**src/verilog/exu_pkg.sv**
```systemverilog
`default_nettype none

package exu_pkg;

  typedef logic [4:0] reg_idx_t;

  typedef enum logic [3:0] {
    alu_add,
    alu_sub,
    alu_sll,
    alu_slt,
    alu_sltu,
    alu_xor,
    alu_srl,
    alu_sra,
    alu_or,
    alu_and
  } alu_op_e;

  localparam int unsigned nregs = 32;

  // value after reset and on a disabled read port, cut to xlen by the user.
  localparam logic [63:0] reg_reset_val = 64'h0;

endpackage

`default_nettype wire

```
**src/verilog/int_regfile.sv**
```systemverilog
`timescale 1ns/1ns
`default_nettype none

module int_regfile #(
  parameter int XLEN = 64
) (
  input  logic              clk,
  input  logic              rst,

  input  logic              rd_wr_en_i,
  input  exu_pkg::reg_idx_t rd_idx_i,
  input  logic [XLEN-1:0]   rd_wr_data_i,

  input  logic              rs1_read_en_i,
  input  logic              rs2_read_en_i,
  input  exu_pkg::reg_idx_t rs1_idx_i,
  input  exu_pkg::reg_idx_t rs2_idx_i,
  output logic [XLEN-1:0]   rs1_data_o,
  output logic [XLEN-1:0]   rs2_data_o
);

  import exu_pkg::*;

  logic [XLEN-1:0] regs [nregs];
  logic            regs_wr_en;

  // x0 never takes a write, so it keeps its reset value.
  assign regs_wr_en = rd_wr_en_i && (rd_idx_i != 5'd0);

  assign rs1_data_o = rs1_read_en_i ? regs[rs1_idx_i] : reg_reset_val[XLEN-1:0];
  assign rs2_data_o = rs2_read_en_i ? regs[rs2_idx_i] : reg_reset_val[XLEN-1:0];

  always_ff @(posedge clk) begin
    if (rst) begin
      for (int i = 0; i < nregs; i++) begin
        regs[i] <= reg_reset_val[XLEN-1:0];
      end
    end else if (regs_wr_en) begin
      regs[rd_idx_i] <= rd_wr_data_i; // visible to the next read.
    end
  end

endmodule

`default_nettype wire

```
**config.mk**
```make
export PLATFORM = sky130hd
export DESIGN_NAME = int_regfile
export DESIGN_NICKNAME = d
export VERILOG_FILES = /design/src/verilog/exu_pkg.sv /design/src/verilog/int_regfile.sv
export SDC_FILE = /design/constraint.sdc
export NUM_CORES = 2
export LEC_CHECK = 0
export BUFFER_PORTS_ARGS = -buffer_cell sky130_fd_sc_hd__buf_2
export CAP_MARGIN = 10
export CORE_MARGIN = 2
export CORE_UTILIZATION = 35
export DETAILED_ROUTE_END_ITERATION = 8
export GPL_ROUTABILITY_DRIVEN = 0
export PLACE_DENSITY_LB_ADDON = 0.12
export SLEW_MARGIN = 10
export SYNTH_ARGS = -nofsm -noshare
export SYNTH_HDL_FRONTEND = slang
export SYNTH_SLANG_ARGS = --single-unit
```
**constraint.sdc**
```tcl
create_clock -name clk -period 8.52 [get_ports clk]
set_input_delay 1.278 -clock clk [delete_from_list [all_inputs] [get_ports clk]]
set_output_delay 1.278 -clock clk [all_outputs]
set_load 0.02 [all_outputs]
```
After elaboration in Yosys (flattened, before gate mapping). Memories as Yosys holds them, arrays and structs flattened. Cells that the tools add are included.

Reduce and logical (&&, ||, !) cells: 3. Bitwise operators: 0. Add/subtract/negate cells: 0. Order comparisons: 0. Multiplexer cells: 10. Shift operators: 0. Multipliers: 0. Eq/ne operators: 0. Div/mod/pow operators: 0.

Operators with widths (number): 64-bit 2-to-1 mux (3); 64-bit OR reduction (1); 1-bit 2-to-1 mux (6); 5-bit 2-to-1 mux (1); 5-bit nonzero test (1); 1-bit logical AND (1).

Bits in latches: 0. Output and inout bits: 128. Flip-flop bits (word level): 0. Bits in read-only memories: 0. Memories kept: 1. Word-level logic and storage cells: 14. Memory bits (writable): 2048.

Memories: regs (words 32, bits a word 64, read ports 2, clocked after memory_dff 0, write ports 32, RTL line int_regfile.sv:24) `logic [XLEN-1:0] regs [nregs];`.

Depth between registers and ports, before layout.
Depth in word-level cells: 7. Mapped depth: 10. Gate-level depth less buffers: 4.

Worst setup path before layout. No wires, ideal clock.

Kind: input -> output. Start point: input rs2_idx_i[0]. End point: output rs2_data_o[42]. Buffers on the path: 5. Slack: 4.087 ns. Data required time: 7.242 ns. Data arrival time: 3.155 ns. Cell stages on the path: 9. Path through: buf_2 buf_6 buf_4 buf_4 buf_2 nor2_1 a22oi_1 a21oi_1 nor4_1.

Cells in the longest elaborated chain, start to end: 2.

RTL lines: start: declaration (RTL line int_regfile.sv:17) `input exu_pkg::reg_idx_t rs2_idx_i,`; memory 32 x 64 bit; 64-bit 2-to-1 mux (RTL line int_regfile.sv:31) `assign rs2_data_o = rs2_read_en_i ? regs[rs2_idx_i] : reg_reset_val[XLEN-1:0];`; end: declaration (RTL line int_regfile.sv:19) `output logic [XLEN-1:0] rs2_data_o`.

No other way between the ends.

Final worst setup path.
Start point: input rs1_idx_i[2]. End point: output rs1_data_o[12].

Cells in the longest elaborated chain, start to end: 2.

RTL lines: start: declaration (RTL line int_regfile.sv:16) `input exu_pkg::reg_idx_t rs1_idx_i,`; memory 32 x 64 bit; 64-bit 2-to-1 mux (RTL line int_regfile.sv:30) `assign rs1_data_o = rs1_read_en_i ? regs[rs1_idx_i] : reg_reset_val[XLEN-1:0];`; end: declaration (RTL line int_regfile.sv:18) `output logic [XLEN-1:0] rs1_data_o,`.

No other way between the ends.

==> flow_summary.yaml <==
route:
  ant_nets: 0
  via_count: 71340
  wl_met2_mm: 232.0
  wl_met1_mm: 192.8
  highest_layer: "met5"
  first_pass_iters: 6
  drc: 0
  routedWlPerCell_um: 43.91
  routed_wirelength_mm: 499.6
  drt-initial-drc-count: 13030
  viasPerCell: 6.271
  dr_wl_met3_mm: 51.10
floorplan:
  core_area_mm2: 0.3083
  start_util: 0.3510
  ios: 212
  die_h_um: 560.1
  num_rows: 204
  dieArea_mm2: 0.3137
  die_x_um: 560.1
synthesis:
  syn-cell-area_mm2: 0.1082
  synth_edf_count: 2048
  async_flop_share: 0
  synth_seq_cells: 2048
  synth_top_cells_by_area: "edfxtp_1, mux4_2, and2_1, clkbuf_1, mux2i_1"
  synthAdderAreaFrac: 0
  synth_cell_type_count: 57
  yosysWarnings: 0
  postSynthCellCount: 6991
  ys_seq_area_frac: 0.5683
  synth_top_family_by_area: "multiplexers"
  synthTopCellsByCount: "edfxtp_1, and2_1, mux4_2"
  yosysMostFrequentCell: "edfxtp_1"
  syn_area_per_cell_um2: 15.48
  synthXorXnorAreaFrac: 0
  synth_compound_gate_area_share: 0.03756
  ys.flop_type: "edfxtp_1"
  synth_top_area_cell: "edfxtp_1"
  synthSimpleGateAreaFrac: 0.1320
  netlist.area_leader.share: 0.5683
  muxShareOfSynthArea: 0.2297
global_routing:
  grt_pass1_wl_mm: 661.4
  grt_max_degree: 88
  grt_usage: 0.3128
  grt_overflow: 0
  grt_antenna_before_repair: 128
  grt_pass1_vias: 70510
place:
  dp_worst_setup_slack_ns: 2.091
  hpwl_mm: 292.1
  dpl.cell_count: 10860
  port_buffers: 211
min_path:
  min_path_cells: 2
  hold_path.class: "in -> reg"
  min-delay-start: "rd_wr_data_i[38]"
  holdPathEnd: "regs[8][38]$_SDFFCE_PN0P_"
worst_setup_path:
  arrival_ns: 5.19
  critPathSlowestCell: "nor4_1"
  path_max_fanout: 33
  slowest_delay_ns: 0.78
  critPathLaunchType: "input port"
  crit_top_cell: "buf_4"
  endpoint_kind: "output pin"
  crit_chain: "buf_8 -> buf_4 -> nor2_4 -> buf_4 -> nand2_1 -> o22ai_1 -> nor4_1 -> buf_4 -> buf_2"
  critical_path_class: "in -> out"
  worstPathRequired_ns: 7.24
finish:
  multi_input_area_mm2: 0.04399
  largestRegisters: "regs x2048"
  top_register: "regs"
  syn_to_final_growth_pct: 12.54
  fillers: 28460
  regArea_mm2: 0.06150
  largest_reg_flops: 2048
  fin_util: 0.3950
  drive_gt1_frac: 0.2718
  layout.cells.non_filler: 11380
  finalNetCount: 7070
outcome:
  status: "complete, no violations"
clock_network:
  clk_pin_slew_ns: 0.06
  clk_path_buf_depth: 4
  postCtsSetupBuffers: 0
  cts_buffers: 240
  cts_sinks: 2048
  cts_max_level: 4
  cts_hold_buffers: 0
  root_buffer: "clkbuf_16"
  cts_resized: 0
  cts_tree: "yes"
timing:
  holdWs_ns: 0.9506
  max_freq_ghz: 0.1546
  setup_ws_ns: 2.050
  fin_setup_tns_ns: 0
  rsz0062_at_grt: "no"
  finalSetupViolations: 0
  maxSlewHeadroom: 0.1009
  hold_violations: 0
  slew_viol_final: 0
  worst_slew_pin_slew_ns: 1.345
  period_needed_ns: 6.470
  post-route-period-util: 0.7594
run:
  max_cap_violations: 0
power_and_ir_drop:
  p_leak_nw: 41.50
  power_density_mw_per_mm2: 206.9
  irDropWorstVdd_v: 0.0001817
critical path: cells and delay by family:
family,cells,cell delay (ns)
AND/OR/NAND/NOR,3,1.72
AO/OA/AOI/OAI,1,0.32
buffers and inverters,5,1.64
layout by cell type, fill, tap and decap left out, types with 34 or more instances in the layout:
cell type     n
buf_4       207
diode_2      81
clkbuf_16   245
edfxtp_1   2048
buf_12       49
clkbuf_1     55
o22ai_1      90
a21o_1       37
buf_2       200
and2_1     1987
nor2_1       48
a22oi_1     152
mux4_2      991
a21oi_1      58
mux2i_1     179
clkinv_2     44
nand2_1     106
mux2_2       66
a211oi_1     53
nor2_4       34
conb_1       64
clkinv_1     68
report_power, final:
part / switching (W) / leakage [nW] / internal [W] / total [W]
combinational: 0.00210 / 18.5 / 0.00119 / 0.00328
clock: 0.00442 / 3.54 / 0.00557 / 0.00998
sequential: 0.000280 / 19.5 / 0.0116 / 0.0119
how the worst max path moves through the flow:
| stage | startpoint | endpoint | cells past startpoint |
|---|---|---|---|
| after global placement | rs1_idx_i[2] | rs1_data_o[12] | 9 |
| final | rs1_idx_i[2] | rs1_data_o[12] | 9 |
| after global routing | rs1_idx_i[2] | rs1_data_o[12] | 9 |
| after detailed placement | rs1_idx_i[2] | rs1_data_o[12] | 9 |
| after CTS | rs1_idx_i[2] | rs1_data_o[12] | 9 |
| after floorplan | rs2_idx_i[0] | rs2_data_o[42] | 9 |
through the flow:
step           instance area, um^2  power [W]
2_1_floorplan               108500    0.01384
3_3_place_gp                114200    0.01534
3_5_place_dp                114400    0.01537
4_1_cts                     121600    0.02521
5_1_grt                     121700    0.02570
6_report                    121800    0.02519
area by class of cell:
type / count / area share
well taps: 4120 / 0.04232
inverters: 3 / 0.0001027
clock buffers: 300 / 0.05203
repair buffers: 466 / 0.03043
multi-input cells: 4227 / 0.3612
diodes: 81 / 0.001664
clock inverters: 131 / 0.007345
flip-flops and latches: 2048 / 0.5049
cell families (layout without fill, tap and decap cells):
logic type      Yosys count  in the layout
mux                    1237           1237
other cells               1            145
flops                  2048           2048
compound gates          571            571
simple gates           2355           2355
buf+inv                 779            900
layer usage:
layer / global-route usage / up-vias
met3: 0.05981 / 900
met1: 0.4233 / 38510
met5: 0 / -
li1: - / 27070
met2: 0.4938 / 4823
met4: 0.1295 / 38
(Power assumes the default switching activity.)
