**src/verilog/exu_pkg.sv**
```systemverilog
`default_nettype none

package exu_pkg;

  typedef logic [4:0] reg_idx_t;

  typedef enum logic [3:0] {
    alu_add,
    alu_sub,
    alu_sll,
    alu_slt,
    alu_sltu,
    alu_xor,
    alu_srl,
    alu_sra,
    alu_or,
    alu_and
  } alu_op_e;

  localparam int unsigned nregs = 32;

  // value after reset and on a disabled read port, cut to xlen by the user.
  localparam logic [63:0] reg_reset_val = 64'h0;

endpackage

`default_nettype wire

```
**src/verilog/rv_isa_pkg.sv**
```systemverilog
`default_nettype none

package rv_isa_pkg;

  typedef logic [31:0] instr_t;

  // major opcodes of the supported formats.
  localparam logic [6:0] opc_op     = 7'b0110011;
  localparam logic [6:0] opc_op_imm = 7'b0010011;
  localparam logic [6:0] opc_lui    = 7'b0110111;

  localparam logic [2:0] f3_add  = 3'b000; // also sub.
  localparam logic [2:0] f3_sll  = 3'b001;
  localparam logic [2:0] f3_slt  = 3'b010;
  localparam logic [2:0] f3_sltu = 3'b011;
  localparam logic [2:0] f3_xor  = 3'b100;
  localparam logic [2:0] f3_srl  = 3'b101; // also sra.
  localparam logic [2:0] f3_or   = 3'b110;
  localparam logic [2:0] f3_and  = 3'b111;

  localparam logic [6:0] f7_base = 7'b0000000;
  localparam logic [6:0] f7_alt  = 7'b0100000; // sub and sra.

  // low bit of each instruction field.
  localparam int rd_lsb  = 7;
  localparam int f3_lsb  = 12;
  localparam int rs1_lsb = 15;
  localparam int rs2_lsb = 20;
  localparam int f7_lsb  = 25;

  localparam int sra_sel_bit = 30; // arithmetic shift select in op-imm.

endpackage

`default_nettype wire

```
**src/verilog/instr_decoder.sv**
```systemverilog
`timescale 1ns/1ns
`default_nettype none

module instr_decoder (
  input  rv_isa_pkg::instr_t instr_i,
  output exu_pkg::reg_idx_t  rs1_idx_o,
  output exu_pkg::reg_idx_t  rs2_idx_o,
  output exu_pkg::reg_idx_t  rd_idx_o,
  output logic               rs1_read_en_o,
  output logic               rs2_read_en_o,
  output logic               rd_wr_en_o,
  output logic               use_imm_o,
  output logic [63:0]        imm_o,
  output exu_pkg::alu_op_e   alu_op_o,
  output logic               illegal_o
);

  import rv_isa_pkg::*;
  import exu_pkg::*;

  logic [6:0] opcode;
  logic [2:0] funct3;
  logic [6:0] funct7;
  logic [5:0] funct6; // rv64 shift immediates keep shamt[5] in bit 25.
  logic       alt_ok; // f7_alt is allowed only on sub and sra.

  assign opcode = instr_i[6:0];
  assign funct3 = instr_i[f3_lsb +: 3];
  assign funct7 = instr_i[f7_lsb +: 7];
  assign funct6 = instr_i[f7_lsb+1 +: 6];

  assign rd_idx_o  = instr_i[rd_lsb +: 5];
  assign rs1_idx_o = instr_i[rs1_lsb +: 5];
  assign rs2_idx_o = instr_i[rs2_lsb +: 5];

  assign alt_ok = (funct3 == f3_add) || (funct3 == f3_srl);

  always_comb begin
    rs1_read_en_o = 1'b0;
    rs2_read_en_o = 1'b0;
    rd_wr_en_o    = 1'b0;
    use_imm_o     = 1'b0;
    imm_o         = '0;
    alu_op_o      = alu_add;
    illegal_o     = 1'b0;

    case (opcode)
      opc_op: begin
        rs1_read_en_o = 1'b1;
        rs2_read_en_o = 1'b1;
        rd_wr_en_o    = 1'b1;
        case (funct3)
          f3_add:  alu_op_o = (funct7 == f7_alt) ? alu_sub : alu_add;
          f3_sll:  alu_op_o = alu_sll;
          f3_slt:  alu_op_o = alu_slt;
          f3_sltu: alu_op_o = alu_sltu;
          f3_xor:  alu_op_o = alu_xor;
          f3_srl:  alu_op_o = (funct7 == f7_alt) ? alu_sra : alu_srl;
          f3_or:   alu_op_o = alu_or;
          f3_and:  alu_op_o = alu_and;
        endcase
        if (funct7 != f7_base && !(funct7 == f7_alt && alt_ok)) begin
          illegal_o = 1'b1;
        end
      end

      opc_op_imm: begin
        rs1_read_en_o = 1'b1;
        rd_wr_en_o    = 1'b1;
        use_imm_o     = 1'b1;
        imm_o         = {{52{instr_i[31]}}, instr_i[31:20]}; // i-immediate.
        case (funct3)
          f3_add:  alu_op_o = alu_add;
          f3_slt:  alu_op_o = alu_slt;
          f3_sltu: alu_op_o = alu_sltu;
          f3_xor:  alu_op_o = alu_xor;
          f3_or:   alu_op_o = alu_or;
          f3_and:  alu_op_o = alu_and;
          f3_sll: begin
            alu_op_o = alu_sll;
            if (funct6 != f7_base[6:1]) illegal_o = 1'b1;
          end
          f3_srl: begin
            alu_op_o = instr_i[sra_sel_bit] ? alu_sra : alu_srl;
            if (funct6 != f7_base[6:1] && funct6 != f7_alt[6:1]) illegal_o = 1'b1;
          end
        endcase
      end

      opc_lui: begin
        rd_wr_en_o = 1'b1; // rs1 stays unread, so operand a is zero.
        use_imm_o  = 1'b1;
        imm_o      = {{32{instr_i[31]}}, instr_i[31:12], 12'b0};
        alu_op_o   = alu_add;
      end

      default: illegal_o = 1'b1;
    endcase

    if (illegal_o) begin
      rs1_read_en_o = 1'b0;
      rs2_read_en_o = 1'b0;
      rd_wr_en_o    = 1'b0;
    end
  end

endmodule

`default_nettype wire

```
**config.mk**
```make
export PLATFORM = sky130hd
export DESIGN_NAME = instr_decoder
export DESIGN_NICKNAME = d
export VERILOG_FILES = /design/src/verilog/exu_pkg.sv /design/src/verilog/rv_isa_pkg.sv /design/src/verilog/instr_decoder.sv
export SDC_FILE = /design/constraint.sdc
export NUM_CORES = 1
export LEC_CHECK = 0
export BUFFER_PORTS_ARGS = -buffer_cell sky130_fd_sc_hd__buf_4
export CORE_UTILIZATION = 33
export DETAILED_ROUTE_END_ITERATION = 8
export GPL_ROUTABILITY_DRIVEN = 0
export PLACE_DENSITY = 0.95
export SYNTH_ARGS = -nofsm -noshare
export SYNTH_HDL_FRONTEND = slang
export SYNTH_SLANG_ARGS = --single-unit
```
**constraint.sdc**
```tcl
create_clock -name vclk -period 7.3
set_input_delay 2.19 -clock vclk [all_inputs]
set_output_delay 2.19 -clock vclk [all_outputs]
set_load 0.05 [all_outputs]
```
After elaboration in Yosys (flattened, before gate mapping). Cells that the tools add are included.

Output and inout bits: 88. Flip-flop bits (word level): 0. Word-level logic and storage cells: 42. Input bits: 32.

Equal/unequal tests: 12. Mux-type cells: 19. Reductions and logical operators: 11.

Operators by type and width (count): one-hot mux 64 bit (2 select lines) (1); one-hot mux 4 bit (8 select lines) (2); == test 7 x 6 -> 1 bit, second input constant (3); two-way mux 1 bit (13); == test 3 bit, second input constant (4); one-hot mux 4 bit (2 select lines) (1); == test 7 x 5 -> 1 bit, second input constant (1); nonzero test 7 bit (1); == test 3 x 2 -> 1 bit, second input constant (2); != test 6 x 5 -> 1 bit, second input constant (1); nonzero test 6 bit (1); OR reduction 2 bit (2); == test 3 x 1 -> 1 bit, second input constant (1); logical AND 1 bit (3); logical NOT 3 bit (1); one-hot mux 1 bit (3 select lines) (1); OR reduction 3 bit (1); one-hot mux 1 bit (2 select lines) (1); logical NOT 1 bit (1); logical OR 1 bit (1).

Depth between registers and ports, before layout. Gate-level depths: netlist (run 1).

Word-level depth: 8. Depth in mapped cells: 5. Mapped depth without buffers: 4.

Worst setup path before layout (run 1). OpenSTA, ideal clock, no wires.

Kind: in2out. Start: input instr_i[6]. End: output imm_o[32]. Arrival time: 5.163 ns. Buffers on the path: 1. Setup slack: -0.053 ns. Required time: 5.110 ns. Cell stages on the path: 5. Cell sequence: or3b_4 nor4_4 nor2_1 nor2b_1 buf_4.

Word-level cells in the longest chain between the ends: 2. Elaborated cells between the ends (all ways): 3. Those cells by class: 2 x eq/ne; 1 x mux.

RTL lines: from (decl) (line instr_decoder.sv:5) `input rv_isa_pkg::instr_t instr_i,`; == test 7 x 6 -> 1 bit or == test 7 x 5 -> 1 bit (tied branches) (line instr_decoder.sv:47) `case (opcode)`; one-hot mux 64 bit (2 select lines) * (line instr_decoder.sv:47); to (decl) (line instr_decoder.sv:13) `output logic [63:0] imm_o,`.

Mark *: on every way between the ends. The rest lies on a longest branch, timed or not.

Worst setup path in the final report (run 1).
Start: input instr_i[6]. End: output imm_o[25].

The elaborated chain is that of the path after synthesis.

==> metrics.md, run 1 <==
| Metric | Value |
|---|---|
| Met2 usage | `28.81%` |
| P_leak | `approximately 0.93 nW` |
| Power Dens Cells | `approximately 38 nW/µm²` |
| Setup ws final | `between 0.9 and 1 ns` |
| Register area share after synthesis | `0%` |
| Largest net degree at the start of global routing | `34` |
| Final ANT Viol Nets | `0` |
| GRT overflow | `0` |
| Nets@finish | `218` |
| Met1 Usage GRT | `17.84%` |
| CP max FO | `20` |
| Post-layout min period | `approximately 6.3 ns` |
| Avg Cell Area, Syn | `~7 µm²` |
| Filler cell count | `261` |
| Vias per cell | `4.579` |
| WP data arrival | `between 4 and 5 ns` |
| Synth warn | `0` |
| Die area | `2915 µm²` |
| Placement Rows | `18` |
| Fin. Hold Viols | `0` |
| Critical setup path kind | `input pin to primary output` |
| Min-Delay Path Class | `input pin to primary output` |
| Clock buffer count | `0` |
| Crit path launch type | `input pin` |
| Core ar. | `~2500 µm²` |
| First-pass GRT wire length | `3.256 mm` |
| Router iterations before antenna repair | `4` |
| Layer carrying the most global-route usage | `met2` |
| Req. time, crit path | `5.11 ns` |
| RSZ-0062 raised after global routing | `no` |
| Io pins | `120` |
| Global-route track usage on met3 | `less than 1%` |
| Status | `finished clean` |
| Cell variety after synth | `28` |
| Worst slack at placement | `about 0.96 ns` |
| Achievable Freq | `approximately 0.16 GHz` |
| Total negative slack | `0 ns` |
| Mapped Nets | `158` |
| Share of cells above drive strength 1 | `66.30%` |
| Dpl hpwl | `2.049 mm` |
| Vias in the first global route | `738` |
| Port bufs | `110` |
| Drt initial violations | `16` |
| Overall routing resource usage | `14.48%` |
| Die Y | `about 54 µm` |
| Post-CTS Setup Inserts | `0` |
| Utilization after layout | `roughly 55%` |
| Slew headroom | `54.95%` |
| Post-synth top cells | `buf_4 (47), a21o_1 (20), and2_1 (12)` |
| Via count | `980` |
| Layout area overhead | `54.98%` |
| WL per Instance | `11.43 µm` |
| Die Width | `approximately 54 µm` |
| ANT cells | `0` |
| Max Cap Viol | `0` |
| Most common cell in the netlist | `buf_4` |
| Top cells by area, synth | `buf_4 (40%), a21o_1 (17%), and2_1 (8.4%)` |
| Post-cts sizing count | `0` |
| Seq. cell area | `0 µm²` |
| Post-Syn Area | `892.1 µm²` |
| Hold-fix buffers, CTS | `0` |
| Gate Count Post-Synth | `roughly 130` |
| Biggest area consumer among synthesized cells | `buf_4` |
| # DRC | `0` |
| Critical Path End Type | `primary output` |
| Initial antenna violation count | `0` |
| Top cell type's share of synthesized area | `around two fifths` |
| VDD IR max | `roughly 0.046 mV` |
| Worst-Margin Slew | `roughly 0.68 ns` |
| Seq_cells | `0` |
| Count of final max-slew check failures | `0` |
| Final wirelength | `2.446 mm` |
| Initial Utilization | `between 30% and 40%` |
| Period utilization | `between 80 and 90%` |
| Final setup fails | `0` |
==> per-stage QoR <==
stage          hold slack [ns]  instance area, µm²  cells    power, W
3_3_place_gp             4.380                1383    214  0.00005200
6_report                 4.380                1383    214  0.00005207
3_5_place_dp             4.380                1383    214  0.00005251
5_1_grt                  4.380                1383    214  0.00005535
2_1_floorplan            4.547               894.6    126  0.00004156
4_1_cts                  4.380                1383    214  0.00005259
==> worst paths after layout <==
kind | start | end | slack (ns) | depth (start not counted)
setup / recovery | instr_i[6] | imm_o[25] | 0.99 | 6
hold / removal | instr_i[7] | rd_idx_o[0] | 4.38 | 0
==> placed cells by master, fill, tap and decap left out <==
master,netlist,routed
nor2_1,6,6
nor3_2,1,2
inv_1,1,1
and2_1,12,12
nand3_1,1,1
or3b_4,1,1
nor2b_1,3,2
mux2_2,1,1
a21oi_1,1,1
nand2_1,8,8
nor3_4,1,1
buf_4,47,113
o31ai_1,1,1
o21ai_0,4,4
or4_4,1,1
nor4_1,1,1
a311oi_1,1,1
a21o_1,20,20
nor3b_1,2,2
xor2_1,1,1
nor2b_2,0,1
nand3b_4,1,1
or3_1,1,1
nor4_4,1,1
==> area by class of cell <==
type	instances	area (µm²)	share of cell area, %
Inverter	1	3.754	0.2715
Multi-Input combinational cell	70	493.0	35.66
Tap cell	30	37.54	2.715
Timing Repair Buffer	113	848.3	61.36
==> routing by layer <==
metal | up-vias | part of all wire [%]
met5 | - | 0
met4 | 0 | 0
met3 | 0 | 13
met2 | 72 | 49
met1 | 419 | 38
li1 | 489 | -
==> worst max-delay path, cell delays in order <==
cell and delay (ns):
buf_4 0.11, or3b_4 0.42, nor4_4 0.41, and2_1 0.64
a21o_1 0.16, buf_4 0.19
==> cell families after synthesis <==
logic type	Yosys count	share of synthesized area, %
buf+inv	56	45.58
compound gates	27	21.46
simple gates	41	30.71
xor+xnor	1	0.9819
mux	1	1.262
==> report_power, final <==
group	internal (W)	switching (W)
Sequential	0	0
Combinational	0.0000199	0.0000322
Clock	0	0
Total	0.0000199	0.0000322
Note: power is estimated with default switching activity, not from simulation.
==> inputs of run 2 (changes only) <==
Settings changed: RECOVER_POWER set to 100.
==> metrics.md, run 2 (synthesis gave the netlist of run 1 again) <==
| Metric | Value |
|---|---|
| Post-cts sizing count | `0 (unchanged)` |
| Dpl hpwl | `2.049 mm (unchanged)` |
| Hold_ws | `4.380 ns (unchanged)` |
| Post-Layout Cell Count | `214 (unchanged)` |
| Count of final max-slew check failures | `0 (unchanged)` |
| Die Y | `54.00 µm (unchanged)` |
| VDD IR max | `0.04048 mV (-12%)` |
| Die Width | `54.00 µm (unchanged)` |
| Initial antenna violation count | `0 (unchanged)` |
| Core ar. | `2522 µm² (unchanged)` |
| Utilization after layout | `46.03% (-8.8 points)` |
| Via count | `976 (-0.41%)` |
| Largest net degree at the start of global routing | `34 (unchanged)` |
| Vias in the first global route | `738 (unchanged)` |
| Commonest cells after routing, fill and taps aside | `buf_4 (57), clkbuf_1 (55), a21o_1 (20), nand2_1 (8)` |
| # DRC | `0 (unchanged)` |
| Final setup fails | `0 (unchanged)` |
| Worst-Margin Slew | `0.9684 ns (+0.2926 ns)` |
| Hold-fix buffers, CTS | `0 (unchanged)` |
| Min-Delay Path Class | `input pin to primary output` |
| CP max-delay cell | `clkbuf_1` |
| CP max FO | `33 (+65%)` |
| Crit path launch type | `input pin` |
| Router iterations before antenna repair | `2 (-2)` |
| Achievable Freq | `0.1519 GHz (-4.2%)` |
| Nets@finish | `218 (unchanged)` |
| Crit-path max cell delay | `0.52 ns (-0.12 ns)` |
| First-pass GRT wire length | `3.256 mm (unchanged)` |
| Req. time, crit path | `5.11 ns (about the same)` |
| Layout area overhead | `30.15%` |
| Power Dens Cells | `41.30 nW/µm² (+9.7%)` |
| Commonest non-fill, non-tap cell in the layout | `buf_4` |
| Critical setup path kind | `input pin to primary output` |
| Post-layout min period | `6.583 ns (+0.2737 ns)` |
| CP top delay family | `simple AND/OR/NAND/NOR gates` |
| P_leak | `0.6799 nW (-27%)` |
| Crit path cell chain | `buf_4, or3b_4, nor4_4, nor2_1, nor2b_2, clkbuf_2, clkbuf_1` |
| Placement Rows | `18 (unchanged)` |
| Drt initial violations | `13 (-3)` |
| Die area | `2915 µm² (unchanged)` |
| DP Cell Count | `214 (unchanged)` |
| WP data arrival | `4.39 ns (+0.27 ns)` |
| Share of cells above drive strength 1 | `35.87% (-30 points)` |
| Clock buffer count | `0 (unchanged)` |
| Port bufs | `110 (unchanged)` |
| Io pins | `120 (unchanged)` |
| Status | `finished clean` |
| Seq. cell area | `0 µm² (unchanged)` |
| Slew headroom | `35.41% (-20 points)` |
| Seq_cells | `0 (unchanged)` |
| GRT overflow | `0 (unchanged)` |
| ANT cells | `0 (unchanged)` |
| Fin. Hold Viols | `0 (unchanged)` |
| Post-CTS Setup Inserts | `0 (unchanged)` |
| Number of buffers and inverters on the critical path | `3 (+1)` |
| Max Cap Viol | `0 (unchanged)` |
| RSZ-0062 raised after global routing | `no` |
| Vias per cell | `4.561 (-0.41%)` |
| Final ANT Viol Nets | `0 (unchanged)` |
| Final wirelength | `2.495 mm (+2.0%)` |
| Overall routing resource usage | `14.48% (unchanged)` |
| Period utilization | `90.17% (+3.7 points)` |
| WL per Instance | `11.66 µm (+2.0%)` |
| Total negative slack | `0 ns (unchanged)` |
| Initial Utilization | `35.37% (unchanged)` |
| Critical Path End Type | `primary output` |
==> run 2: cell types whose count changed in the layout (fill, tap and decap cells not counted) <==
cell,previous run,this run
and2_0,0,6
nand3b_1,0,1
clkbuf_1,0,55
buf_4,113,57
nand3b_4,1,0
clkbuf_2,0,1
and2_1,12,6
==> run 2: path summary, 6_finish.rpt <==
check  startpoint          end  slack (ns)  cells past startpoint
max    instr_i[6]    imm_o[54]        0.72                      7
min    instr_i[7]  rd_idx_o[0]        4.38                      0
==> run 2: where the power goes <==
group | total (W) | switching [W] | internal, W | leakage [nW]
Combinational | 0.0000480 | 0.0000319 | 0.0000160 | 0.680
Sequential | 0 | 0 | 0 | 0
Clock | 0 | 0 | 0 | 0
==> run 2: final cells by class <==
class / count / area [µm²]
Multi-Input combinational cell: 70 / 480.5
Fill cell: 326 / 1361
Inverter: 1 / 3.754
Timing Repair Buffer: 113 / 639.4
Tap cell: 30 / 37.54
==> run 2: stage by stage <==
step	area (µm²)	total power [W]	setup WS [ns]
final	1161	0.00004795	0.7174
after global routing	1161	0.00005113	0.4469
after CTS	1383	0.00005259	0.9585
after detailed placement	1383	0.00005251	0.9610
after global placement	1383	0.00005200	0.9978
after floorplan	894.6	0.00004156	0.4652
==> run 2: per-layer routing <==
layer / vias up / part of all wire, % / track usage [%]
li1: 490 / - / -
met2: 72 / 47 / 28.81
met5: - / 0 / 0
met4: 0 / 0 / 0
met3: 0 / 13 / 0.5650
met1: 414 / 40 / 17.84
